$ cat src/hw/mmio_defines.svh
`ifndef MMIO_DEFINES_SVH
`define MMIO_DEFINES_SVH

// Single-word register addresses
`define MMIO_ADDR_SEVEN_SEG 32'd255
`define MMIO_ADDR_RESET_PC 32'd259
`define MMIO_ADDR_MS 32'd267
`define MMIO_ADDR_US 32'd271
`define MMIO_ADDR_MATRIX 32'd275
`define MMIO_ADDR_GPIO_MODES 32'd279
`define MMIO_ADDR_GPIO_OUT 32'd283
`define MMIO_ADDR_GPIO_IN 32'd287

// Data RAM window, byte addresses 1024 to 2047
`define MMIO_RAM_BASE 1024
`define MMIO_RAM_WORDS 256
`define MMIO_RAM_INDEX_BITS 8

// Prescaler periods in clock cycles
`define MMIO_US_DIVIDE 8
`define MMIO_MS_DIVIDE 8333

// Reset values
`define MMIO_RESET_PC_VALUE 32'h3FC
`define MMIO_GPIO_MODES_RESET 8'hFF

// Number of GPIO lines
`define MMIO_GPIO_WIDTH 8

`endif

$ cat src/hw/MmioPkg.sv
`include "mmio_defines.svh"

package MmioPkg;

	// Bus word
	typedef logic [31:0] Word;

	// One bit per GPIO line
	typedef logic [`MMIO_GPIO_WIDTH-1:0] GpioBits;

	// Address map regions
	typedef enum logic [3:0] {
		regionNone = 4'd0,
		regionSevenSeg = 4'd1,
		regionResetPc = 4'd2,
		regionMs = 4'd3,
		regionUs = 4'd4,
		regionMatrix = 4'd5,
		regionGpioModes = 4'd6,
		regionGpioOut = 4'd7,
		// Read only, writes are dropped
		regionGpioIn = 4'd8,
		regionRam = 4'd9
	} Region;

endpackage

$ cat src/hw/BusDecoder.sv
`include "mmio_defines.svh"

module BusDecoder (
	input logic clk,
	input logic rst,
	input MmioPkg::Word address,
	input logic rd,
	input logic wr,
	output MmioPkg::Region writeRegion,
	output logic ramWe,
	output logic [`MMIO_RAM_INDEX_BITS-1:0] ramIndex,
	output MmioPkg::Region readRegion
);

	import MmioPkg::*;

	localparam Word RamFirst = Word'(`MMIO_RAM_BASE);
	localparam Word RamLast = Word'(`MMIO_RAM_BASE + 4 * `MMIO_RAM_WORDS - 1);

	Region region;
	logic inRam;

	always_comb begin
		inRam = (address >= RamFirst) && (address <= RamLast);
		region = regionNone;
		case (address)
			`MMIO_ADDR_SEVEN_SEG: region = regionSevenSeg;
			`MMIO_ADDR_RESET_PC: region = regionResetPc;
			`MMIO_ADDR_MS: region = regionMs;
			`MMIO_ADDR_US: region = regionUs;
			`MMIO_ADDR_MATRIX: region = regionMatrix;
			`MMIO_ADDR_GPIO_MODES: region = regionGpioModes;
			`MMIO_ADDR_GPIO_OUT: region = regionGpioOut;
			`MMIO_ADDR_GPIO_IN: region = regionGpioIn;
			default: begin
				// Anything else outside the RAM window stays unmapped
				if (inRam) begin
					region = regionRam;
				end
			end
		endcase
	end

	// Write side acts on the current edge
	always_comb begin
		writeRegion = wr ? region : regionNone;
		ramWe = wr && (region == regionRam);
		// Word index, byte bits dropped
		ramIndex = address[`MMIO_RAM_INDEX_BITS+1:2];
	end

	// Read side selects the data one cycle later
	always_ff @(posedge clk or negedge rst) begin
		if (rst == 1'b0) begin
			readRegion <= regionNone;
		end
		else begin
			readRegion <= rd ? region : regionNone;
		end
	end

	// A request is either a read or a write
	rdWrExclusive: assert property (@(posedge clk) disable iff (rst == 1'b0) !(rd && wr))
		else $error("rd and wr strobed on the same edge");

endmodule

$ cat config.mk
export PLATFORM = sky130hd
export DESIGN_NAME = BusDecoder
export DESIGN_NICKNAME = d
export VERILOG_FILES = /design/src/hw/MmioPkg.sv /design/src/hw/BusDecoder.sv
export VERILOG_INCLUDE_DIRS = /design/src /design/src/hw
export SDC_FILE = /design/constraint.sdc
export NUM_CORES = 1
export LEC_CHECK = 0
export BUFFER_PORTS_ARGS = -buffer_cell sky130_fd_sc_hd__buf_2
export CAP_MARGIN = 20
export CORE_MARGIN = 1
export CORE_UTILIZATION = 27
export DETAILED_ROUTE_END_ITERATION = 12
export PLACE_DENSITY = 0.73
export SLEW_MARGIN = 5
export SYNTH_ARGS = -nofsm -noshare
export SYNTH_HDL_FRONTEND = slang
export SYNTH_SLANG_ARGS = --single-unit
$ cat constraint.sdc
create_clock -name clk -period 1.25 [get_ports clk]
set_input_delay 0.125 -clock clk [delete_from_list [all_inputs] [get_ports clk]]
set_output_delay 0.125 -clock clk [all_outputs]
set_load 0.01 [all_outputs]
Word-level counts from Yosys, hierarchy flattened. Cells that the tools add are included.

Register bits: 4. Input bits: 36. Output and inout bits: 17. Word-level logic and storage cells: 18.

Magnitude comparators: 2. Equality and inequality tests: 9. Multiplexer cells: 4. Reductions and logical operators: 2.

Operators with widths (number): $eq A32 B9 Y1 const B (7); $eq A32 B8 Y1 const B (1); $ge A32 B11 Y1 const B (1); $le A32 B11 Y1 const B (1); $pmux W4 S8 (1); $mux W4 (3); $eq A4 B4 Y1 const B (1); $logic_and A1 B1 Y1 (2).

Logic depth before layout (Yosys ltp).
Depth in word-level cells: 6. Gate-level depth with buffers: 4. Depth with buffers taken out: 4.

Least setup slack after synthesis. Ideal clock, no wire load.

Kind: in2out. Start point: input address[5]. End point: output ramWe. Data arrival time: 1.280 ns. Data required time: 1.125 ns. Path slack: -0.155 ns. Stages: 4. Buffers on the path: 0. Cell sequence: or4b_4 o32ai_2 a21oi_2 nor3_2.

Longest elaborated chain between the ends: 6. Elaborated cells on any way between the ends: 15. Those cells by class: 2 x order compare; 9 x eq/ne; 2 x mux; 2 x reduce/logical.

Ends and longest elaborated chain: start: declaration (RTL line BusDecoder.sv:6) `input MmioPkg::Word address,`; $ge A32 B11 Y1 / $le A32 B11 Y1 (equally long branches) (RTL line BusDecoder.sv:24) `inRam = (address >= RamFirst) && (address <= RamLast);`; $logic_and A1 B1 Y1 (RTL line BusDecoder.sv:24); $mux W4 (RTL line BusDecoder.sv:37) `if (inRam) begin`; $pmux W4 S8 (*) (RTL line BusDecoder.sv:26) `case (address)`; $eq A4 B4 Y1 (*) (RTL line BusDecoder.sv:47) `ramWe = wr && (region == regionRam);`; $logic_and A1 B1 Y1 (*) (RTL line BusDecoder.sv:47); end: declaration (RTL line BusDecoder.sv:10) `output logic ramWe,`.

Mark *: on every way between the ends. The rest lies on a longest branch, timed or not.

Worst setup path after layout.
Start point: input address[7]. End point: output ramWe.

The elaborated chain is that of the path after synthesis.

==> results.yml <==
run_status:
  status: "finished with violations"
  violations: "negative setup slack"
timing:
  period_minus_slack_ns: 1.53
  tightestPinTransition_ns: 0.406
  relSlewSlack_pct: 72.6
  holdWs_ns: 0.233
  grt_setup_unrepaired: "true"
  setup_viol: 5
  min_period_over_period_pct: 123
  hold_viol: 0
  max_freq_mhz: 652
  fin_ws_ns: -0.283
  finalMaxSlewViolations: 0
power:
  p_leak_uw: 0.000374
  p_total_uw: 446
  ir_drop_uv: 219
  power.density_mw_per_mm2: 571
setup_path:
  end_kind: "output pin"
  startpoint_type: "input port"
  critical_path.slowest_cell: "or4b_4"
  path_class: "input port to output pin"
  critPathArrivalTime_ns: 1.41
  crit_fanout: 3
  path_cells: "buf_8, or4b_4, o32ai_4, a21oi_2, nor3_2, buf_2"
  max_stage_delay_ns: 0.54
  worstPathRequired_ns: 1.12
placement:
  detailedPlace.worstSlack_ns: -0.355
  port_buffers: 52
  place_congestion: 0.738
  hpwl_mm: 1.03
flow_run:
  maxCapViolations: 0
final_layout:
  largestRegisters: "readRegion x4"
  largest_reg_flops: 4
  largest_register: "readRegion"
  n_antenna_cell: 0
  fillCellCount: 138
  layout.nets: 139
  multi_input_area_sq_um: 298
  mostFrequentLayoutCell: "buf_2"
  final_cell_mix: "buf_2, nor2_1, buf_6"
  areaGrowthSynthToFinish_pct: 96.2
  final-seq-area_sq_um: 100
  drive_gt1_share_pct: 70.3
synthesis:
  synth.distinct_cells: 21
  avgSynthCellArea_sq_um: 8.12
  syn_nets: 85
  syn_area_sq_um: 398
  synth-seq-cells: 4
  ys_seq_area_share_pct: 25.2
  syn_inst: 49
  ys.warnings.count: 0
floorplanning:
  dieArea_sq_mm: 0.00163
  die_h_um: 40.4
  core_sq_mm: 0.00133
  start_util_pct: 29.8
  ios: 53
  die_w_um: 40.4
  core.rowCount: 13
cts:
  cts_buffers: 3
  cts_buffer_depth: 2
  cts.sinks: 4
  tritoncts: "built"
  htreeDepth: 1
  clkTransAtPathRegs_ns: 0.04
  root_buffer: "clkbuf_4"
global_routing:
  overflow: 0
  grt_pass1_wl_mm: 1.90
  grt_max_degree: 6
  grt_antenna_before_repair: 0
  grt_pass1_vias: 465
  grt_usage_pct: 17.5
min_path:
  worstHoldPathType: "input port to async pin"
routing:
  initialDrtViolationCount: 2
  detail-route-antenna-nets: 0
  vias: 547
  wl_per_cell_um: 12.1
  drc: 0
  dr.pass1.iters: 2
  viasPerCell: 4.72
  wirelength_mm: 1.41
-- area by class of cell --
cell class	count	area share, %
Clock buffer	3	2.88
Multi-Input combinational cell	37	38.1
Sequential cell	4	12.8
Tap cell	15	2.40
Timing Repair Buffer	57	43.8
-- metal layers --
metal  up-vias  track usage [%]  routed length (um)
met1       246             19.0                 505
met3         0             1.11                  78
met4         0             13.3                   0
met2        24             31.0                 823
li1        277                -                   -
met5         -                0                   0
-- worst max-delay path, delay by kind of cell --
family | cells | cell delay, ns
and+or+nand+nor | 2 | 0.70
AOI/OAI and AO/OA | 2 | 0.33
buffers and inverters | 2 | 0.23
-- cell families (layout without fill, tap and decap cells) --
logic type / Yosys count / after routing / share of synthesized area (%)
flops: 4 / 4 / 25.2
xor+xnor: 2 / 2 / 4.40
compound gates: 3 / 3 / 7.55
simple gates: 32 / 32 / 47.8
buf+inv: 8 / 60 / 15.1
-- through the flow --
step	TNS (ns)	util, %	cells	cell area (sq um)
global placement	-1.56	47.7	110	637
CTS	-0.993	58.2	116	776
global route	-1.50	58.5	116	781
finish	-1.03	58.5	116	781
detailed placement	-1.66	47.7	110	637
floorplan	-0.241	-	49	403
-- cells in the mapped netlist, drive strengths merged --
library cell	count	area, sq um
nand4	1	6.26
o32ai	1	16.3
nor4	5	37.5
nor2	9	33.8
nor2b	2	12.5
or4b	1	13.8
xnor2	1	8.76
buf	8	60.1
nand3	2	10.0
xor2	1	8.76
nor3	3	20.0
or3	2	12.5
nand3b	2	15.0
nor4b	1	8.76
nand4b	1	8.76
dfrtp	4	100
nand2	3	11.3
a21oi	2	13.8
-- path summary, 6_finish.rpt --
path | to | start | slack [ns] | cells past startpoint
setup / recovery | ramWe | address[7] | -0.28 | 6
min in group clk | readRegion[1] | address[6] | 0.23 | 4
hold / removal | readRegion[0] | rst | 0.23 | 2
max in group asynchronous | readRegion[3] | rst | 0.90 | 2
-- where the power goes --
part | switching (uW) | total [uW] | internal [uW]
sequential | 0.00000429 | 130 | 130
combinational | 70.1 | 158 | 87.9
clock | 50.1 | 157 | 107
total | 120 | 446 | 325
-- what timing repair did --
action,4_1_cts,5_1_grt
setup endpoints to repair,5,6
pin swaps,9,3
hold buffers,1,0
resized for setup,14,1
buffers inserted,2,0
hold endpoints to repair,4,0
gates cloned,0,0
Note: power is estimated with default switching activity, not from simulation.
