==> src/hw/mmio_defines.svh <==
`ifndef MMIO_DEFINES_SVH
`define MMIO_DEFINES_SVH

// Single-word register addresses
`define MMIO_ADDR_SEVEN_SEG 32'd255
`define MMIO_ADDR_RESET_PC 32'd259
`define MMIO_ADDR_MS 32'd267
`define MMIO_ADDR_US 32'd271
`define MMIO_ADDR_MATRIX 32'd275
`define MMIO_ADDR_GPIO_MODES 32'd279
`define MMIO_ADDR_GPIO_OUT 32'd283
`define MMIO_ADDR_GPIO_IN 32'd287

// Data RAM window, byte addresses 1024 to 2047
`define MMIO_RAM_BASE 1024
`define MMIO_RAM_WORDS 256
`define MMIO_RAM_INDEX_BITS 8

// Prescaler periods in clock cycles
`define MMIO_US_DIVIDE 8
`define MMIO_MS_DIVIDE 8333

// Reset values
`define MMIO_RESET_PC_VALUE 32'h3FC
`define MMIO_GPIO_MODES_RESET 8'hFF

// Number of GPIO lines
`define MMIO_GPIO_WIDTH 8

`endif

==> src/hw/MmioPkg.sv <==
`include "mmio_defines.svh"

package MmioPkg;

	// Bus word
	typedef logic [31:0] Word;

	// One bit per GPIO line
	typedef logic [`MMIO_GPIO_WIDTH-1:0] GpioBits;

	// Address map regions
	typedef enum logic [3:0] {
		regionNone = 4'd0,
		regionSevenSeg = 4'd1,
		regionResetPc = 4'd2,
		regionMs = 4'd3,
		regionUs = 4'd4,
		regionMatrix = 4'd5,
		regionGpioModes = 4'd6,
		regionGpioOut = 4'd7,
		// Read only, writes are dropped
		regionGpioIn = 4'd8,
		regionRam = 4'd9
	} Region;

endpackage

==> src/hw/Timebase.sv <==
`include "mmio_defines.svh"

module Timebase (
	input logic clk,
	input logic rst,
	output MmioPkg::Word msCount,
	output MmioPkg::Word usCount
);

	import MmioPkg::*;

	localparam int UsPreBits = $clog2(`MMIO_US_DIVIDE);
	localparam int MsPreBits = $clog2(`MMIO_MS_DIVIDE);
	localparam logic [UsPreBits-1:0] UsPreLast = UsPreBits'(`MMIO_US_DIVIDE - 1);
	localparam logic [MsPreBits-1:0] MsPreLast = MsPreBits'(`MMIO_MS_DIVIDE - 1);

	logic [UsPreBits-1:0] usPre;
	logic [MsPreBits-1:0] msPre;

	// Microsecond tick
	always_ff @(posedge clk or negedge rst) begin
		if (rst == 1'b0) begin
			usPre <= '0;
			usCount <= '0;
		end
		else if (usPre == UsPreLast) begin
			usPre <= '0;
			usCount <= usCount + Word'(1);
		end
		else begin
			usPre <= usPre + 1'b1;
		end
	end

	// Millisecond tick
	always_ff @(posedge clk or negedge rst) begin
		if (rst == 1'b0) begin
			msPre <= '0;
			msCount <= '0;
		end
		else if (msPre == MsPreLast) begin
			msPre <= '0;
			msCount <= msCount + Word'(1);
		end
		else begin
			msPre <= msPre + 1'b1;
		end
	end

endmodule

==> config.mk <==
export PLATFORM = sky130hd
export DESIGN_NAME = Timebase
export DESIGN_NICKNAME = d
export VERILOG_FILES = /design/src/hw/MmioPkg.sv /design/src/hw/Timebase.sv
export VERILOG_INCLUDE_DIRS = /design/src /design/src/hw
export SDC_FILE = /design/constraint.sdc
export NUM_CORES = 1
export LEC_CHECK = 0
export BUFFER_PORTS_ARGS = -buffer_cell sky130_fd_sc_hd__buf_4
export CORE_ASPECT_RATIO = 1.2
export CORE_MARGIN = 2
export CORE_UTILIZATION = 35
export CTS_BUF_LIST = sky130_fd_sc_hd__clkbuf_4 sky130_fd_sc_hd__clkbuf_8
export CTS_CLUSTER_SIZE = 20
export DETAILED_ROUTE_END_ITERATION = 8
export HOLD_SLACK_MARGIN = 0.1
export PLACE_DENSITY = 0.55
export SYNTH_ARGS = -nofsm -noshare
export SYNTH_HDL_FRONTEND = slang
export SYNTH_SLANG_ARGS = --single-unit
==> constraint.sdc <==
create_clock -name clk -period 5.2 [get_ports clk]
set_input_delay 0.78 -clock clk [delete_from_list [all_inputs] [get_ports clk]]
set_output_delay 0.78 -clock clk [all_outputs]
set_load 0.02 [all_outputs]
# Word-level counts from Yosys, hierarchy flattened
# Cells that the tools add are included.
# word_totals
ff_bits	81
input_bits	2
out_inout_bits	64
elab_cells	12
# classes
add_sub_neg	4
eq_ne	2
mux	2
# op_table
op	n
$add A32 B1 Y32 const B	2
$add A14 B1 Y14 const B	1
$eq A14 B14 Y1 const B	1
$mux W14	1
$add A3 B1 Y3 const B	1
$eq A3 B3 Y1 const B	1
$mux W3	1

# Longest topological paths before layout
# logic_depth
depth_word	2
ltp_mapped	7
depth_no_buf	6

# Worst setup path before layout
# OpenSTA, ideal clock, no wires.
# synth_path
path_type	register to register
startpoint	register usPre[0]
endpoint	register usCount[22]
setup_time_ns	0.130
arrival_time_ns	1.928
path_slack_ns	3.142
path_stages_with_launch	8
n_path_buf	1
period_less_slack_ns	2.058
path_cell_list	dfrtp_1 -> ha_1 -> ha_1 -> clkbuf_1 -> nand4_1 -> nor4_2 -> nand4_1 -> xnor2_1
# synth_between
elab_chain_len	1
# synth_lines
element	line	rtl
start, declared	Timebase.sv:17	logic [UsPreBits-1:0] usPre;
start signal, assigned	Timebase.sv:31	usPre <= usPre + 1'b1;
$eq A3 B3 Y1	Timebase.sv:26	else if (usPre == UsPreLast) begin
end signal, assigned	Timebase.sv:28	usCount <= usCount + Word'(1);
end, declared	Timebase.sv:7	output MmioPkg::Word usCount
# No other way between the ends.
# A chain may end at the register's enable or synchronous reset.

# Worst setup path in the final report
# layout_path
startpoint	register usPre[0]
endpoint	register usCount[26]
# The elaborated chain is that of the path after synthesis.

==> key figures <==
Global routing
  • First-pass GRT wire length: between 10 and 15 mm
  • Largest net degree at the start of global routing: around 80
  • Initial antenna violation count: 0
  • Gr usage total: between 10 and 15%
  • Vias in the first global route: between 2,000 and 3,000
  • GRT overflow: 0

Drt
  • First drt pass iteration count: 4
  • Routed WL: 7.90 mm
  • First DRT Iteration DRCs: a little under 100
  • Avg WL per Cell: around 15 um
  • Residual DRC: 0
  • Post-route ant nets: 0
  • Number of vias per cell: approximately 5.1
  • Vias: roughly 2,700

Timing
  • Slew @ Worst Pin: 1010 ps
  • Slew headroom: roughly 33%
  • Fin crit share: roughly 44%
  • FMAX: roughly 0.44 GHz
  • Max-slew violations: 0
  • Clk_skew: around 5.9 ps
  • Minimum clock period: 2300 ps
  • Setup violators final: 0
  • Setup TNS: 0 ps
  • Unrepaired setup endpoints after global routing: false
  • Final setup margin: 2900 ps
  • Hold Fails Final Rpt: 0

CTS
  • CTS Buf Count: 9
  • H-tree depth: 3
  • Worst skew pair latency: between 300 and 400 ps
  • Clock Tree Root: clkbuf_8
  • CTS resizes: 0
  • Setup bufs post-CTS: 0
  • Worst-path clk slew: about 80 ps
  • Sink count of the clock tree: 81
  • CTS max path bufs: 2
  • TritonCTS clock tree: done
  • Hold-fix buffers, CTS: 0

Critical path
  • Startpoint Class: register
  • Critical Path Max Stage Delay: between 700 and 800 ps
  • CP Class: reg2reg
  • Slowest CP cell: nor4_2
  • Critical path arrival: around 2600 ps
  • CP Data Required Time: between 5000 and 6000 ps
  • Buf/Inv on CP: 0
  • Critical path's top delay family: simple AND/OR/NAND/NOR gates
  • Crit-path max FO: 9
  • Setup crit end kind: register
  • Critical-path cell list: ha_1 -> ha_1 -> nand4_1 -> nor4_2 -> nand4_1 -> xnor2_1

Floorplanning
  • Starting density of the core: approximately 36%
  • Die area: roughly 0.012 mm2
  • Core ar.: between 0.01 and 0.015 mm2
  • Die W: ~99 um
  • Row cnt: between 40 and 50
  • Die height: ~120 um
  • I/O pin cnt: between 60 and 70

Logic synthesis
  • Area leader, netlist: dfrtp_1
  • FFs w/ async S/R, synth: between 90% and 100%
  • FF+latch count, synth: between 80 and 90
  • EDFF count, synth: 0
  • Syn avg cell area: approximately 11 um2
  • Most common cell in the netlist: dfrtp_1
  • Synth area leaders: dfrtp_1, xnor2_1, xor2_1
  • Sequential area share after synthesis: a little over half
  • Synth warnings: 0
  • Top-area cell type share of the netlist area: between 50% and 60%
  • Net Count, Synth: 340
  • Main flop type after synthesis: dfrtp_1
  • Synth top cells by count: dfrtp_1, xnor2_1, nand4_1
  • Synth cell types: 26
  • Gate Count Post-Synth: between 300 and 400
  • Mapped Area: ~0.0038 mm2

Run
  • Max-cap violation count: 0

Finish
  • # diodes: 0
  • Layout cells sized above 1: ~23%
  • Area Growth Syn to Fin: 21.0%
  • Register area: between 0.002 and 0.0025 mm2
  • Final nets: 410
  • Multi-input gate area: ~0.0017 mm2
  • Final instance area: 0.00458 mm2
  • Fill cells: a little over 1,000

Placement
  • Port bufs: 65
  • Pre-CTS setup slack: about 2900 ps
  • Final HPWL DP: roughly 5.5 mm
  • Post-Place Cell Area: roughly 0.0044 mm2
  • GPL Wtd Cong: about 0.81

Status
  • Status: finished, final reports clean

Pwr
  • Power Density: about 240 mW/mm2
  • Leak: roughly 2.2 nW
  • VDD IR max: between 100 and 150 uV
  • Tot Pwr: roughly 1.1 mW

Worst hold path
  • Hold Path Class: reg2reg
[worst paths after layout]
| path | depth (start not counted) | endpoint | slack (ps) | start |
|---|---|---|---|---|
| max reg2reg | 6 | usCount[26] | 2900 | usPre[0] |
| max in group asynchronous | 1 | msCount[0] | 3960 | rst |
| min in group asynchronous | 1 | usCount[9] | 590 | rst |
| min | 1 | usPre[0] | 440 | usPre[0] |
| min reg2reg | 1 | usPre[0] | 440 | usPre[0] |
| max | 6 | usCount[26] | 2900 | usPre[0] |
[routing by layer]
layer / vias to the layer above / global-route usage, % / routed length, um
met3: 12 / 3.56 / 339
met5: - / 0 / 0
li1: 1306 / - / -
met2: 42 / 21.6 / 3660
met1: 1350 / 20.4 / 3730
met4: 0 / 6.34 / 169
[cell type report]
class	count	share of cell area (%)
Sequential cell	81	44.2
Timing Repair Buffer	66	10.8
Clock inverter	5	1.23
Tap cell	129	3.52
Inverter	6	0.491
Multi-Input combinational cell	238	36.7
Clock buffer	11	3.03
[logic make-up (layout without fill, tap and decap cells)]
kind of cell | count (synthesis) | after routing | synth area share [%]
XOR/XNOR | 74 | 74 | 17.1
flip-flops | 81 | 81 | 53.5
AND/OR/NAND/NOR | 156 | 156 | 24.7
adder cells (fa/ha/maj) | 6 | 6 | 1.98
buffers and inverters | 13 | 88 | 2.08
multiplexers | 2 | 2 | 0.595
[power breakdown]
| group | switching, mW | total, mW | internal (mW) |
|---|---|---|---|
| combinational | 0.0117 | 0.0121 | 0.000432 |
| sequential | 0 | 0.629 | 0.629 |
| clock | 0.227 | 0.459 | 0.232 |
[through the flow]
step | util [%] | hold slack, ps | cells
global placement | 41.7 | 419 | 520
global route | 43.6 | 481 | 536
detailed placement | 41.7 | 425 | 520
floorplan | - | 403 | 332
CTS | 43.6 | 436 | 536
finish | 43.6 | 435 | 536
[layout by cell type, fill, tap and decap left out, types with 6 or more instances in the layout]
cell type	instances
nor2_1	17
buf_4	66
nor3_1	10
dfrtp_1	81
xor2_1	26
nand3_1	23
clkbuf_8	9
nand2_1	26
ha_1	6
and3_1	9
inv_1	6
and4_1	7
nand4_1	35
xnor2_1	48
and2_1	10
[state kept, by name (all words and copies together) (netlist names)]
signal	cells
usPre	3
msPre	14
msCount	32
usCount	32
Power figures use the tool's default switching activity.
