--- src/hw/mmio_defines.svh ---
`ifndef MMIO_DEFINES_SVH
`define MMIO_DEFINES_SVH

// Single-word register addresses
`define MMIO_ADDR_SEVEN_SEG 32'd255
`define MMIO_ADDR_RESET_PC 32'd259
`define MMIO_ADDR_MS 32'd267
`define MMIO_ADDR_US 32'd271
`define MMIO_ADDR_MATRIX 32'd275
`define MMIO_ADDR_GPIO_MODES 32'd279
`define MMIO_ADDR_GPIO_OUT 32'd283
`define MMIO_ADDR_GPIO_IN 32'd287

// Data RAM window, byte addresses 1024 to 2047
`define MMIO_RAM_BASE 1024
`define MMIO_RAM_WORDS 256
`define MMIO_RAM_INDEX_BITS 8

// Prescaler periods in clock cycles
`define MMIO_US_DIVIDE 8
`define MMIO_MS_DIVIDE 8333

// Reset values
`define MMIO_RESET_PC_VALUE 32'h3FC
`define MMIO_GPIO_MODES_RESET 8'hFF

// Number of GPIO lines
`define MMIO_GPIO_WIDTH 8

`endif

--- src/hw/MmioPkg.sv ---
`include "mmio_defines.svh"

package MmioPkg;

	// Bus word
	typedef logic [31:0] Word;

	// One bit per GPIO line
	typedef logic [`MMIO_GPIO_WIDTH-1:0] GpioBits;

	// Address map regions
	typedef enum logic [3:0] {
		regionNone = 4'd0,
		regionSevenSeg = 4'd1,
		regionResetPc = 4'd2,
		regionMs = 4'd3,
		regionUs = 4'd4,
		regionMatrix = 4'd5,
		regionGpioModes = 4'd6,
		regionGpioOut = 4'd7,
		// Read only, writes are dropped
		regionGpioIn = 4'd8,
		regionRam = 4'd9
	} Region;

endpackage

--- src/hw/IoRegisters.sv ---
`include "mmio_defines.svh"

module IoRegisters (
	input logic clk,
	input logic rst,
	input MmioPkg::Region writeRegion,
	input MmioPkg::Word wrData,
	input logic frameDone,
	input MmioPkg::GpioBits gpioIn,
	output MmioPkg::Word sevenSeg,
	output MmioPkg::Word resetAddress,
	output MmioPkg::GpioBits gpioOe,
	output MmioPkg::GpioBits gpioOut,
	output MmioPkg::GpioBits gpioSampled,
	output logic swapRequest,
	output logic useSecondary
);

	import MmioPkg::*;

	// Seven-segment display and PC reset address
	always_ff @(posedge clk or negedge rst) begin
		if (rst == 1'b0) begin
			sevenSeg <= '0;
			resetAddress <= `MMIO_RESET_PC_VALUE;
		end
		else begin
			if (writeRegion == regionSevenSeg) begin
				sevenSeg <= wrData;
			end
			if (writeRegion == regionResetPc) begin
				resetAddress <= wrData;
			end
		end
	end

	// GPIO lines start as outputs driving low
	always_ff @(posedge clk or negedge rst) begin
		if (rst == 1'b0) begin
			gpioOe <= `MMIO_GPIO_MODES_RESET;
			gpioOut <= '0;
			gpioSampled <= '0;
		end
		else begin
			if (writeRegion == regionGpioModes) begin
				gpioOe <= wrData[`MMIO_GPIO_WIDTH-1:0];
			end
			if (writeRegion == regionGpioOut) begin
				gpioOut <= wrData[`MMIO_GPIO_WIDTH-1:0];
			end
			// Input sampled once per edge
			gpioSampled <= gpioIn;
		end
	end

	// Matrix double buffer handshake
	always_ff @(posedge clk or negedge rst) begin
		if (rst == 1'b0) begin
			swapRequest <= 1'b0;
			useSecondary <= 1'b0;
		end
		else begin
			if (writeRegion == regionMatrix) begin
				swapRequest <= wrData[0];
			end
			// Only flip buffers once the display has finished its frame
			if (frameDone && swapRequest) begin
				swapRequest <= 1'b0;
				useSecondary <= !useSecondary;
			end
		end
	end

	// No buffer flip in the middle of a frame
	swapOnFrameDone: assert property (
		@(posedge clk) disable iff (rst == 1'b0)
		!frameDone |=> $stable(useSecondary)
	) else $error("useSecondary changed without frameDone");

endmodule

--- config.mk ---
export PLATFORM = sky130hd
export DESIGN_NAME = IoRegisters
export DESIGN_NICKNAME = d
export VERILOG_FILES = /design/src/hw/MmioPkg.sv /design/src/hw/IoRegisters.sv
export VERILOG_INCLUDE_DIRS = /design/src /design/src/hw
export SDC_FILE = /design/constraint.sdc
export NUM_CORES = 1
export LEC_CHECK = 0
export ABC_AREA = 1
export BUFFER_PORTS_ARGS = -buffer_cell sky130_fd_sc_hd__buf_2
export CAP_MARGIN = 15
export CORE_MARGIN = 4
export CORE_UTILIZATION = 51
export CTS_BUF_LIST = sky130_fd_sc_hd__clkbuf_8
export CTS_CLUSTER_SIZE = 40
export DETAILED_ROUTE_END_ITERATION = 12
export PLACE_DENSITY_LB_ADDON = 0.3
export SKIP_CTS_REPAIR_TIMING = 1
export SYNTH_ARGS = -nofsm -noshare
export SYNTH_HDL_FRONTEND = slang
export SYNTH_SLANG_ARGS = --single-unit
--- constraint.sdc ---
create_clock -name clk -period 1.9 [get_ports clk]
set_clock_uncertainty 0.05 [all_clocks]
set_input_delay 0.095 -clock clk [delete_from_list [all_inputs] [get_ports clk]]
set_output_delay 0.095 -clock clk [all_outputs]
set_load 0.03 [all_outputs]
# ---- After elaboration in Yosys (flattened, before gate mapping)
# Cells that the tools add are included.
dict set report word_totals {
  register_bits 90
  input_bits 47
  out_inout_bits 90
  wordCells 17
}
dict set report classes {
  n_eq_ne 5
  muxes 2
  n_reduce_logical 3
}
# operator count
set ops {}
lappend ops {{4-bit by 3-bit equality test with 1-bit output (second input constant)} 3}
lappend ops {{4-bit by 1-bit equality test with 1-bit output (second input constant)} 1}
lappend ops {{4-bit by 2-bit equality test with 1-bit output (second input constant)} 1}
lappend ops {{1-bit 2-to-1 mux} 2}
lappend ops {{2-bit nonzero test} 1}
lappend ops {{1-bit logical AND} 1}
lappend ops {{1-bit logical NOT} 1}

# ---- Depth between registers and ports, before layout
dict set report depth {
  ltp_word 3
  mapped_depth 6
  mapped_depth_nobuf 5
}

# ---- Worst setup path after synthesis
# No wires, ideal clock.
dict set report synth_path {
  path_type {reg2reg}
  start {register swapRequest}
  end {register useSecondary}
  setup_time_ps 133
  arrival_ps 788
  t_required_ps 1717
  slack_ps 929
  stages_incl_launch_ff 3
  n_path_buf 0
  period_less_slack_ps 971
  path_cell_list {dfrtp_1 -> nand2_1 -> xnor2_1}
}
dict set report synth_via {
  elab_chain_len 1
}
# element line_no
set synth_rtl {}
lappend synth_rtl {{start, declared} IoRegisters.sv:15} ;# output logic swapRequest,
lappend synth_rtl {{start signal, assigned} IoRegisters.sv:64} ;# swapRequest <= wrData[0];
lappend synth_rtl {{1-bit logical AND} IoRegisters.sv:67} ;# if (frameDone && swapRequest) begin
lappend synth_rtl {{end signal, assigned} IoRegisters.sv:69} ;# useSecondary <= !useSecondary;
lappend synth_rtl {{end, declared} IoRegisters.sv:16} ;# output logic useSecondary
# Every way passes these cells.
# A chain may end at the register's enable or synchronous reset.

# ---- Worst setup path after layout
dict set report layout_path {
  start {register gpioOe[5]}
  end {output port gpioOe[5]}
}
# element line_no
set layout_rtl {}
lappend layout_rtl {{start, declared} IoRegisters.sv:12} ;# output MmioPkg::GpioBits gpioOe,
lappend layout_rtl {{start signal, assigned} IoRegisters.sv:40} ;# gpioOe <= `MMIO_GPIO_MODES_RESET;
lappend layout_rtl {{start signal, assigned} IoRegisters.sv:46} ;# gpioOe <= wrData[`MMIO_GPIO_WIDTH-1:0];
# No word-level cell between the ends.

==> run_results.csv <==
group,metric,value,unit
timing,fin_ws,0.653,ns
clock_network,clkTransAtPathRegs,0.09,ns
floorplanning,core,6420,um2
run,maxCapViolations,0,
worst_setup_path,crit_chain,"buf_2",
grt,grt_max_degree,65,
drt,drt-met1-wl,3250,um
final_layout,final_util,73.1,%
grt,grt.overflow.total,0,
floorplanning,placementRows,29,
drt,ant_nets,0,
final_layout,nets,537,
power,comb_power_share,29.7,%
drt,dr_wl_met2,4140,um
worst_setup_path,critPathMaxStageDelay,0.55,ns
worst_setup_path,worstSetupStartpointType,"flip-flop",
drt,dr_wl_met3,642,um
final_layout,antenna_cells,0,
power,p_leak,2.54,nW
hold_path,worstHoldPathType,"in -> reg",
timing,max_freq,0.802,GHz
clock_network,cts_tree,"done",
clock_network,htree_levels,3,
worst_setup_path,worstPathMaxFanout,2,
final_layout,drive_gt1_share,39.8,%
power,internal-power,3.58,mW
final_layout,nFillCells,468,
clock_network,max-clock-path-buffers,2,
floorplanning,dieArea,8060,um2
drt,vias,2789,
power,p_switching,1.98,mW
synthesis,ys_seq_area_share,66.6,%
synthesis,syn-instance-count,317,
floorplanning,fp.dieW,89.8,um
synthesis,synth_top_area_share,54.3,%
synthesis,yosys.cell_types.count,15,
timing,fin_crit_sh,65.6,%
synthesis,synth_top_area_cell,"dfrtp_1",
power,powerDensity,1180,nW/um2
power,p_sw_share,35.7,%
timing,period_needed,1.25,ns
timing,whs,-0.0124,ns
power,ir_drop,741,uV
final_layout,final_cell_mix,"buf_2, nand2_1, dfrtp_1",
clock_network,clock_latency,0.35,ns
power,power_frac_clock,25.5,%
timing,rsz0062_at_grt,"no",
placed_design,dp_hpwl,5280,um
worst_setup_path,critPathCaptureType,"primary output",
status,outcome,"finished, violations left",
synthesis,synthTopCellsByArea,"dfrtp_1, dfstp_2, nand2_1",
worst_setup_path,worst_ep_required_time,1.75,ns
synthesis,avgSynthCellArea,10.8,um2
floorplanning,fp.dieH,89.8,um
drt,drcViolationCount,0,
synthesis,synth.ff_latch_count,90,
final_layout,seq_area,2270,um2
clock_network,clock-sinks,90,
grt,grt_pass1_vias,2592,
floorplanning,boundaryPins,137,
timing,worst_pin_slew,0.632,ns
worst_setup_path,critPathSlowestCell,"dfstp_2",
placed_design,gp_congestion,0.771,
grt,grt_usage,19.4,%
timing,setup_violations,0,
final_layout,multi_input_area,870,um2
drt,routed_via_density,4.88,
placed_design,portBuffers,136,
worst_setup_path,critical_path_class,"reg -> out",
status,violations,"negative hold slack",
worst_setup_path,critical_path.top_delay_family,"flip-flops",
timing,relSlewSlack,57.7,%
synthesis,syn-cell-area,3410,um2
timing,drv_slew,0,
drt,drt_first_pass_iters,4,
grt,antenna_found_initial,0,
final_layout,area_growth,37.7,%
clock_network,numCtsBuffers,9,
timing,final.setup.tns,0,ns
drt,drt_iter0_markers,115,
clock_network,root_buffer,"clkbuf_8",
floorplanning,start_util,53.1,%
grt,grt_pass1_wl,12600,um
timing,hold_viol,6,
drt,top_layer_used,"met4",
power,seq_power_share,44.8,%
synthesis,syn-num-nets,364,
final_layout,mostFrequentLayoutCell,"buf_2",
worst_setup_path,cp_num_buf_inv,1,
drt,wl,8180,um
synthesis,ys.warnings.count,0,
drt,wl_per_cell,14.3,um
worst_setup_path,arrival,1.10,ns
placed_design,place_ws,0.607,ns
## worst reg2reg max path: stages (launching register included)
cell and delay, ns:
dfstp_2 0.55, nand2_1 0.06, o21ai_0 0.10
## area by class of cell
type / instances / share of cell area [%]
tap: 77 / 2.05
sequential: 90 / 48.4
clock buffer: 10 / 2.93
inverter: 36 / 2.88
multi-input combinational: 177 / 18.5
timing repair buffer: 176 / 23.5
clock inverter: 6 / 1.76
## logic make-up (layout without fill, tap and decap cells)
kind of cell / count (synthesis) / count (layout) / synth area share (%)
compound gates: 80 / 80 / 14.2
xor+xnor: 1 / 1 / 0.257
buf+inv: 50 / 228 / 7.85
flops: 90 / 90 / 66.6
simple gates: 96 / 96 / 11.1
## synthesized netlist by cell type
cell     number
o21ai_2      22
o21ai_0      16
nand2_1      85
inv_1        36
nand2_2       3
nand3_1       2
buf_6        10
buf_2         4
nor2_1        3
nand4_1       1
o21ai_1      42
nor2_2        2
xnor2_1       1
dfrtp_1      74
dfstp_2      16
## sequential cells by signal (all words and copies together), names as in the netlist
name,count
gpioSampled,8
gpioOut,8
swapRequest,1
gpioOe,8
sevenSeg,32
resetAddress,32
useSecondary,1
## routing by layer
| layer | up-vias | track usage (%) |
|---|---|---|
| met5 | - | 0 |
| met3 | 14 | 7.51 |
| li1 | 1354 | - |
| met2 | 102 | 30.6 |
| met4 | 0 | 7.41 |
| met1 | 1319 | 24.4 |
## worst paths after layout
| path | slack, ns | endpoint | cells past startpoint | startpoint |
|---|---|---|---|---|
| setup / recovery | 0.65 | gpioOe[5] | 1 | gpioOe[5] |
| hold / removal | -0.01 | resetAddress[6] | 3 | wrData[6] |
| setup reg to reg | 1.06 | gpioOe[1] | 2 | gpioOe[1] |
| hold reg to reg | 0.43 | resetAddress[9] | 2 | resetAddress[9] |
| max in group asynchronous | 0.90 | sevenSeg[17] | 3 | rst |
| min in group asynchronous | 0.25 | gpioOut[0] | 2 | rst |
## power groups by stage
stage / clock (mW) / sequential [mW] / combinational, mW
2_1_floorplan: 0 / 3.22 / 0.359
3_3_place_gp: 0 / 2.51 / 1.57
3_5_place_dp: 0 / 2.51 / 1.60
4_1_cts: 1.45 / 2.49 / 1.60
5_1_grt: 1.55 / 2.54 / 1.78
6_report: 1.42 / 2.49 / 1.65
## per-stage QoR
stage / std cells / hold slack, ns / area (um2) / power (mW)
after floorplan: 317 / -0.251 / 3410 / 3.58
after global placement: 519 / 0.0854 / 4100 / 4.07
after detailed placement: 519 / 0.0912 / 4100 / 4.12
after CTS: 535 / -0.294 / 4320 / 5.53
after global routing: 572 / 0.00586 / 4690 / 5.86
final: 572 / -0.0124 / 4690 / 5.56
No activity file was read; power rests on OpenSTA's default activity.
