===== config.mk =====
export PLATFORM = sky130hd
export DESIGN_NAME = ReadMux
export DESIGN_NICKNAME = d
export VERILOG_FILES = /design/src/hw/MmioPkg.sv /design/src/hw/ReadMux.sv
export VERILOG_INCLUDE_DIRS = /design/src /design/src/hw
export SDC_FILE = /design/constraint.sdc
export NUM_CORES = 1
export LEC_CHECK = 0
export ABC_CLOCK_PERIOD_IN_PS = 1200
export BUFFER_PORTS_ARGS = -buffer_cell sky130_fd_sc_hd__buf_2
export CORE_AREA = 2 2 84 86
export DETAILED_ROUTE_END_ITERATION = 10
export DIE_AREA = 0 0 86 88
export PLACE_DENSITY = 0.66
export SYNTH_ARGS = -nofsm -noshare
export SYNTH_HDL_FRONTEND = slang
export SYNTH_SLANG_ARGS = --single-unit

===== constraint.sdc =====
create_clock -name vclk -period 1.2
set_input_delay 0.06 -clock vclk [all_inputs]
set_output_delay 0.06 -clock vclk [all_outputs]
set_load 0.05 [all_outputs]

===== src/hw/mmio_defines.svh =====
`ifndef MMIO_DEFINES_SVH
`define MMIO_DEFINES_SVH

// Single-word register addresses
`define MMIO_ADDR_SEVEN_SEG 32'd255
`define MMIO_ADDR_RESET_PC 32'd259
`define MMIO_ADDR_MS 32'd267
`define MMIO_ADDR_US 32'd271
`define MMIO_ADDR_MATRIX 32'd275
`define MMIO_ADDR_GPIO_MODES 32'd279
`define MMIO_ADDR_GPIO_OUT 32'd283
`define MMIO_ADDR_GPIO_IN 32'd287

// Data RAM window, byte addresses 1024 to 2047
`define MMIO_RAM_BASE 1024
`define MMIO_RAM_WORDS 256
`define MMIO_RAM_INDEX_BITS 8

// Prescaler periods in clock cycles
`define MMIO_US_DIVIDE 8
`define MMIO_MS_DIVIDE 8333

// Reset values
`define MMIO_RESET_PC_VALUE 32'h3FC
`define MMIO_GPIO_MODES_RESET 8'hFF

// Number of GPIO lines
`define MMIO_GPIO_WIDTH 8

`endif


===== src/hw/MmioPkg.sv =====
`include "mmio_defines.svh"

package MmioPkg;

	// Bus word
	typedef logic [31:0] Word;

	// One bit per GPIO line
	typedef logic [`MMIO_GPIO_WIDTH-1:0] GpioBits;

	// Address map regions
	typedef enum logic [3:0] {
		regionNone = 4'd0,
		regionSevenSeg = 4'd1,
		regionResetPc = 4'd2,
		regionMs = 4'd3,
		regionUs = 4'd4,
		regionMatrix = 4'd5,
		regionGpioModes = 4'd6,
		regionGpioOut = 4'd7,
		// Read only, writes are dropped
		regionGpioIn = 4'd8,
		regionRam = 4'd9
	} Region;

endpackage


===== src/hw/ReadMux.sv =====
module ReadMux (
	input MmioPkg::Region readRegion,
	input MmioPkg::Word ramData,
	input MmioPkg::Word sevenSeg,
	input MmioPkg::Word resetAddress,
	input MmioPkg::Word msCount,
	input MmioPkg::Word usCount,
	input logic swapRequest,
	input MmioPkg::GpioBits gpioOe,
	input MmioPkg::GpioBits gpioOut,
	input MmioPkg::GpioBits gpioSampled,
	output MmioPkg::Word rdData
);

	import MmioPkg::*;

	// Second stage of the access, selected by the registered region
	always_comb begin
		unique case (readRegion)
			regionSevenSeg: rdData = sevenSeg;
			regionResetPc: rdData = resetAddress;
			regionMs: rdData = msCount;
			regionUs: rdData = usCount;
			// Narrow values are zero extended
			regionMatrix: rdData = Word'(swapRequest);
			regionGpioModes: rdData = Word'(gpioOe);
			regionGpioOut: rdData = Word'(gpioOut);
			regionGpioIn: rdData = Word'(gpioSampled);
			regionRam: rdData = ramData;
			default: rdData = '0;
		endcase
	end

endmodule


==> Word level (Yosys, flattened, before mapping) <==
Cells that the tools add are included.
{ "totals": {"regBits": 0, "input_bits": 189, "output_inout_bits": 32, "word_cells": 10} }
{ "op_classes": {"eq_ne": 9, "mux": 1} }
{ "ops": {"columns": ["operator", "n"], "rows": [
  ["case mux 32 bit (9 select lines)", 1],
  ["== test 4 x 3 -> 1 bit, second input constant", 4],
  ["== test 4 x 2 -> 1 bit, second input constant", 2],
  ["== test 4 bit, second input constant", 2],
  ["== test 4 x 1 -> 1 bit, second input constant", 1]
]} }

==> Logic depth before layout (Yosys ltp) <==
Gate-level depths: netlist (run 1).
{ "logic_depth": {"ltp_word": 2, "ltp_mapped": 8, "mapped_depth_nobuf": 4} }

==> Worst setup path after synthesis (run 1) <==
No wires, ideal clock.
{ "synth_path": {"path_kind": "input to output", "from": "in readRegion[1]", "to": "out rdData[19]", "arrival_time_ns": 1.970, "required_time_ns": 1.140, "slack_ns": -0.830, "path_stages": 6, "path_buffers": 2, "cell_sequence": "buf_4 nor2b_1 buf_2 a22o_1 a222oi_1 o21ai_0"} }
{ "synth_via": {"elab_chain_len": 2, "elab_cells_between_ends": 10, "classes_between": "eq/ne (9); mux (1)"} }
{ "synth_rtl": {"columns": ["element", "line", "source"], "rows": [
  ["start: declaration", "ReadMux.sv:2", "input MmioPkg::Region readRegion,"],
  ["== test 4 bit, or another cell as far along", "ReadMux.sv:19", "unique case (readRegion)"],
  ["case mux 32 bit (9 select lines) (*)", "ReadMux.sv:19", null],
  ["end: declaration", "ReadMux.sv:12", "output MmioPkg::Word rdData"]
]} }
Mark *: on every way between the ends. The rest lies on a longest branch, timed or not.

==> Worst setup path in the final report (run 1) <==
{ "layout_path": {"from": "in readRegion[0]", "to": "out rdData[6]"} }
The elaborated chain is that of the path after synthesis.

==> flow_metrics.env, run 1 <==
export IMPL_status="complete, but fails checks"
export IMPL_violations="negative setup slack"
export IMPL_detail_route_vias_per_cell=5.44
export IMPL_post_route_cells_drive_above_1_share_pct=82.0
export IMPL_placer_s_final_routability_congestion_estimate=0.788
export IMPL_grt_overflow=0
export IMPL_setup_crit_end="rdData[6]"
export IMPL_finish_net_count=664
export IMPL_synth_seq_area_share_pct=0
export IMPL_timing_hold_worst_class="input pin to output pin"
export IMPL_totalWireLength_um=10500
export IMPL_drt_iter0_markers=132
export IMPL_fp_coreArea_mm2=0.00664
export IMPL_floorplan_rows=30
export IMPL_fill_cells=550
export IMPL_number_of_nets_in_the_synthesized_netlist=396
export IMPL_syn_inst=207
export IMPL_multi_input_comb_area_mm2=0.00201
export IMPL_slew_limit_headroom_pct=72.7
export IMPL_setup_repair_after_global_routing_missed_its_margin="true"
export IMPL_io_buffers=221
export IMPL_place_detailed_hpwl_um=7910
export IMPL_report_final_setup_viol=32
export IMPL_syn_area_mm2=0.00145
export IMPL_design_seq_count=0
export IMPL_grt_start_max_net_pins=14
export IMPL_mean_syn_cell_area_um2=6.99
export IMPL_totalNegativeSetupSlack_ns=-2.59
export IMPL_worst_endpoint_arrival_ns=1.28
export IMPL_setup_worst_path_start_class="input pin"
export IMPL_maxSlewViolCount=0
export IMPL_dieHeight_um=88
export IMPL_track_usage_pct=25.2
export IMPL_max_freq_mhz=744
export IMPL_register_area_um2=0
export IMPL_avgRoutedWirePerCell_um=19.0
export IMPL_finalPower_mw=1.85
export IMPL_final_core_util_pct=64.7
export IMPL_cellPowerDensity_mw_per_mm2=430
export IMPL_period_needed_ns=1.34
export IMPL_grt_antenna_before_repair=0
export IMPL_antenna_cells_inserted=0
export IMPL_worst_ep_required_time_ns=1.14
export IMPL_worst_slew_pin_slew_ns=0.410
export IMPL_setup_worst_path_class="input pin to output pin"
export IMPL_maxCapViolCount=0
export IMPL_final_critical_path_setup_slack_ns=-0.144
export IMPL_die_footprint_mm2=0.00757
export IMPL_detail_route_first_pass_iterations=7
export IMPL_initial_core_util_pct=21.8
export IMPL_yosysWarnings=0
export IMPL_chip_width_um=86
export IMPL_post_route_period_util_pct=112
export IMPL_routed_via_count=3007
export IMPL_ant_nets=0
export IMPL_grt_pass1_wl_um=15100
export IMPL_post_place_cells=534
export IMPL_route_detailed_drc=0
export IMPL_cellLeakagePower_nw=2.09
export IMPL_cp_max_fo=7
export IMPL_synth_lib_cells_used_distinct=36
export IMPL_report_final_hold_viol_count=0
export IMPL_top_level_ports=221
export IMPL_area_growth_synth_to_final_pct=197
export IMPL_clock_buffers=0
export IMPL_crit_path_end_kind="output pin"
export IMPL_first_global_vias=3147
export IMPL_peakVddDrop_uv=247
export IMPL_crit_start="readRegion[0]"
export IMPL_worst_hold_path_startpoint="ramData[26]"
export IMPL_final_cells=553
cells in the final DEF (no fill, tap or decap), types with 5 or more instances in the layout:
cell,count
sky130_fd_sc_hd__mux2i_1,22
sky130_fd_sc_hd__buf_2,185
sky130_fd_sc_hd__buf_4,40
sky130_fd_sc_hd__a222oi_1,12
sky130_fd_sc_hd__o221ai_4,15
sky130_fd_sc_hd__a22o_1,12
sky130_fd_sc_hd__buf_8,5
sky130_fd_sc_hd__a22oi_2,16
sky130_fd_sc_hd__nor2_1,5
sky130_fd_sc_hd__nand2_4,12
sky130_fd_sc_hd__o21ai_2,14
sky130_fd_sc_hd__buf_12,13
sky130_fd_sc_hd__buf_6,45
sky130_fd_sc_hd__nand2_1,13
cells by family after synthesis:
group	count (synthesis)	share of synthesized area (%)
muxes	26	18.3
AOI/OAI and AO/OA	94	51.8
buffers and inverters	28	10.5
and+or+nand+nor	59	19.4
what timing repair did:
action,4_1_cts,5_1_grt
setup endpoints to repair,32,32
setup buffers,13,0
resized for setup,150,40
cloned,7,1
hold buffers,0,0
pin swaps,54,34
power breakdown:
| part | switching (mW) | internal, mW | leakage, nW |
|---|---|---|---|
| Sequential | 0 | 0 | 0 |
| Clock | 0 | 0 | 0 |
| Combinational | 0.941 | 0.910 | 2.09 |
critical path, stage by stage:
cell and delay (ns):
sky130_fd_sc_hd__buf_12 0.12, sky130_fd_sc_hd__buf_12 0.13, sky130_fd_sc_hd__mux2_4 0.30, sky130_fd_sc_hd__a221oi_2 0.27, sky130_fd_sc_hd__buf_4 0.16, sky130_fd_sc_hd__o32ai_4 0.06, sky130_fd_sc_hd__buf_6 0.17
synthesized netlist by cell type, types with 2 or more instances:
master	n	area (um2)
sky130_fd_sc_hd__a22o_1	12	105
sky130_fd_sc_hd__a211o_1	2	17.5
sky130_fd_sc_hd__a32oi_1	4	35.0
sky130_fd_sc_hd__or3_1	2	12.5
sky130_fd_sc_hd__and2_1	2	12.5
sky130_fd_sc_hd__o221ai_1	17	149
sky130_fd_sc_hd__nor2b_1	6	37.5
sky130_fd_sc_hd__a21oi_1	3	15.0
sky130_fd_sc_hd__nand2b_1	2	12.5
sky130_fd_sc_hd__a22oi_1	19	143
sky130_fd_sc_hd__buf_2	10	50.1
sky130_fd_sc_hd__clkbuf_1	9	33.8
sky130_fd_sc_hd__nand2_1	26	97.6
sky130_fd_sc_hd__mux2i_1	22	220
sky130_fd_sc_hd__o21ai_1	4	20.0
sky130_fd_sc_hd__and3_1	2	12.5
sky130_fd_sc_hd__a222oi_1	12	120
sky130_fd_sc_hd__o31ai_1	3	22.5
sky130_fd_sc_hd__nand3b_1	2	15.0
sky130_fd_sc_hd__nor2_1	9	33.8
sky130_fd_sc_hd__buf_4	5	37.5
sky130_fd_sc_hd__o21ai_0	10	50.1
sky130_fd_sc_hd__mux2_2	4	45.0
sky130_fd_sc_hd__buf_6	2	22.5
sky130_fd_sc_hd__a221oi_1	4	35.0
sky130_fd_sc_hd__nand3_1	4	20.0
worst min path at each step:
| stage | slack, ns | depth (start not counted) | endpoint |
|---|---|---|---|
| after CTS | 0.45 | 4 | rdData[23] |
| after global routing | 0.46 | 4 | rdData[26] |
| after detailed placement | 0.51 | 4 | rdData[26] |
| after global placement | 0.51 | 4 | rdData[9] |
| final | 0.45 | 4 | rdData[26] |
| after floorplan | 0.33 | 2 | rdData[10] |
metrics by stage:
| stage | worst slack, ns | hold WS (ns) | instance area (um2) |
|---|---|---|---|
| after floorplan | -0.0716 | 0.335 | 1880 |
| after global placement | -0.395 | 0.513 | 3370 |
| after detailed placement | -0.406 | 0.515 | 3370 |
| after CTS | -0.152 | 0.450 | 4170 |
| final | -0.144 | 0.447 | 4300 |
| after global routing | -0.196 | 0.457 | 4300 |
final cells by class:
cell class | instances | share of cell area [%]
multi-input combinational | 179 | 46.7
tap | 80 | 2.33
timing repair buffer | 292 | 50.6
inverter | 2 | 0.291
routing by layer:
metal	track usage (%)	part of all wire, %	vias up	wire [um]
li1	-	-	1405	-
met1	24.9	33	1398	3470
met2	53.3	57	183	5950
met3	3.77	7.6	21	802
met4	6.78	2.6	0	269
met5	0	0	-	0
Power figures use the tool's default switching activity.
==> inputs of run 2 (changes only) <==
--- a/config.mk
+++ b/config.mk
@@ -6,12 +6,13 @@
 export SDC_FILE = /design/constraint.sdc
 export NUM_CORES = 1
 export LEC_CHECK = 0
+export ABC_AREA = 1
 export ABC_CLOCK_PERIOD_IN_PS = 1200
 export BUFFER_PORTS_ARGS = -buffer_cell sky130_fd_sc_hd__buf_2
-export CORE_AREA = 2 2 84 86
+export CORE_AREA = 2 2 85 87
 export DETAILED_ROUTE_END_ITERATION = 10
-export DIE_AREA = 0 0 86 88
-export PLACE_DENSITY = 0.66
+export DIE_AREA = 0 0 87 89
+export PLACE_DENSITY = 0.68
 export SYNTH_ARGS = -nofsm -noshare
 export SYNTH_HDL_FRONTEND = slang
 export SYNTH_SLANG_ARGS = --single-unit
==> run 2 against run 1 <==
Against the previous run: the run now ends clean; count of clock-buffer cells in the layout unchanged; die area grew 2.3%; combinational power decreased by 30%; final area decreased by 18%; sequential share of layout area did not move; fmax increased by 13%; non-clock buffer count down 32; routed wire length is 9.1% lower; core utilization fell by 13 points; worst hold slack better by 0.010 ns; synthesized cell count rose by 87%; global-route usage shrank 5.1 points; critical path type unchanged; largest power group unchanged; highest routed layer unchanged.
==> flow_metrics.env, run 2 <==
export IMPL_worst_endpoint_arrival_ns=1.13
export IMPL_maxSlewViolCount=0
export IMPL_slew_limit_headroom_pct=83.6
export IMPL_yosysTopAreaCellShare_pct=47.2
export IMPL_floorplan_rows=30
export IMPL_timing_critical_path_buf_inv=3
export IMPL_number_of_nets_in_the_synthesized_netlist=576
export IMPL_setup_worst_path_start_class="input pin"
export IMPL_critical_path_top_delay_family="simple AND/OR/NAND/NOR gates"
export IMPL_detail_route_vias_per_cell=4.70
export IMPL_grt_antenna_before_repair=0
export IMPL_detail_route_first_pass_iterations=4
export IMPL_setup_worst_path_class="input pin to output pin"
export IMPL_final_cell_mix="205 x sky130_fd_sc_hd__nand2_1, 186 x sky130_fd_sc_hd__buf_2, 74 x sky130_fd_sc_hd__nand3_1"
export IMPL_cellLeakagePower_nw=2.22
export IMPL_critical_path_slowest_cell="sky130_fd_sc_hd__buf_6"
export IMPL_place_detailed_hpwl_um=7210
export IMPL_route_detailed_drc=0
export IMPL_grt_busiest_layer="met2"
export IMPL_worst_hold_path_startpoint="ramData[17]"
export IMPL_post_synth_top_area_cell="sky130_fd_sc_hd__nand2_1"
export IMPL_post_place_cells=693
export IMPL_period_needed_ns=1.19
export IMPL_worst_hold_path_endpoint="rdData[17]"
export IMPL_drt_iter0_markers=75
export IMPL_final_core_util_pct=52.2
export IMPL_worst_slew_pin_slew_ns=0.245
export IMPL_max_freq_mhz=839
export IMPL_synth_lib_cells_used_distinct=15
export IMPL_final_critical_path_setup_slack_ns=0.00864
export IMPL_final_cells=708
export IMPL_first_global_vias=2853
export IMPL_grt_util_met2_pct=43.1
export IMPL_crit_path_end_kind="output pin"
export IMPL_mostFrequentLayoutCell="sky130_fd_sc_hd__nand2_1"
export IMPL_post_synth_most_frequent_cells="211 x sky130_fd_sc_hd__nand2_1, 76 x sky130_fd_sc_hd__nand3_1, 51 x sky130_fd_sc_hd__nor2_1, 11 x sky130_fd_sc_hd__inv_1, 7 x sky130_fd_sc_hd__inv_2"
export IMPL_grt_met1_usage_pct=20.9
export IMPL_die_footprint_mm2=0.00774
export IMPL_dieHeight_um=89
export IMPL_report_final_hold_viol_count=0
export IMPL_grt_overflow=0
export IMPL_clock_buffers=0
export IMPL_cp_max_fo=19
export IMPL_post_route_period_util_pct=99.3
export IMPL_post_route_cells_drive_above_1_share_pct=46.2
export IMPL_pre_cts_ws_ns=-0.111
export IMPL_ant_nets=0
export IMPL_totalWireLength_um=9530
export IMPL_chip_width_um=87
export IMPL_timing_hold_worst_class="input pin to output pin"
export IMPL_cp_slowest_stage_delay_ns=0.21
export IMPL_synth_most_common_cell="sky130_fd_sc_hd__nand2_1"
export IMPL_gr_usage_met3_pct=2.22
export IMPL_totalNegativeSetupSlack_ns=0
export IMPL_grt_pass1_wl_um=12700
export IMPL_maxCapViolCount=0
export IMPL_area_growth_synth_to_final_pct=109
export IMPL_yosysWarnings=0
export IMPL_synth_seq_area_share_pct=0
export IMPL_top_level_ports=221
export IMPL_mean_syn_cell_area_um2=4.33
export IMPL_fp_coreArea_mm2=0.00672
export IMPL_peakVddDrop_uv=219
export IMPL_initial_core_util_pct=25.0
export IMPL_design_seq_count=0
export IMPL_routed_via_count=3327
export IMPL_hold_path_cell_count=4
export IMPL_antenna_cells_inserted=0
export IMPL_report_final_setup_viol=0
export IMPL_cellPowerDensity_mw_per_mm2=371
export IMPL_avgRoutedWirePerCell_um=13.5
export IMPL_syn_area_mm2=0.00168
export IMPL_crit_chain="buf_8 -> nor2_4 -> buf_6 -> nand3_1 -> nand2_1 -> nor2_1 -> nand3_1 -> buf_6"
export IMPL_status="finished, final reports clean"
export IMPL_track_usage_pct=20.1
export IMPL_synth_top_cells_by_area="sky130_fd_sc_hd__nand2_1 47%, sky130_fd_sc_hd__nand3_1 23%, sky130_fd_sc_hd__nor2_1 11%"
export IMPL_fin_worst_hold_slack_ns=0.458
export IMPL_setup_repair_after_global_routing_missed_its_margin="true"
export IMPL_register_area_um2=0
export IMPL_placer_s_final_routability_congestion_estimate=0.839
export IMPL_io_buffers=221
export IMPL_finish_net_count=819
export IMPL_worst_ep_required_time_ns=1.14
export IMPL_syn_inst=387
export IMPL_grt_start_max_net_pins=25
[run 2: worst max path at each step]
stage	start	end	slack (ns)	cells past startpoint
2_1_floorplan	readRegion[3]	rdData[0]	0.05	6
3_3_place_gp	readRegion[0]	rdData[20]	-0.12	9
3_5_place_dp	readRegion[0]	rdData[7]	-0.11	9
4_1_cts	readRegion[3]	rdData[15]	-0.008	10
5_1_grt	readRegion[2]	rdData[7]	-0.07	8
6_report	readRegion[2]	rdData[7]	0.009	8
[run 2: power breakdown]
| group | switching, mW | total (mW) | internal (mW) | leakage [nW] |
|---|---|---|---|---|
| logic | 0.730 | 1.30 | 0.571 | 2.22 |
| registers | 0 | 0 | 0 | 0 |
| clock network | 0 | 0 | 0 | 0 |
| total | 0.730 | 1.30 | 0.571 | 2.22 |
[run 2: what timing repair did]
action | 4_1_cts | 5_1_grt
endpoints found under the hold margin | 0 | 0
buffers inserted | 6 | 4
hold buffers | 0 | 0
setup endpoints to repair | 32 | 32
resized for setup | 42 | 57
pin swaps | 1 | 9
cloned | 0 | 5
[run 2: cell families after synthesis]
kind of cell | Yosys count | synth area share [%]
simple gates | 350 | 88.1
buf+inv | 37 | 11.9
[run 2: routing by layer]
metal  vias up  share of wire (%)  wire length (um)
li1       1692                  -                 -
met1      1434                 36              3450
met2       185                 54              5130
met3        16                8.3               788
met4         0                1.6               152
met5         -                  0                 0
[run 2: layout make-up]
type,instances,area (um2)
well taps,80,100
multi-input cells,350,1540
fillers,694,3210
inverters,18,92.6
repair buffers,260,1780
[run 2: through the flow]
step                power (mW)  area (um2)
floorplan                0.588        1680
global placement          1.09        3020
detailed placement        1.10        3020
CTS                       1.19        3180
global route              1.39        3510
finish                    1.30        3510
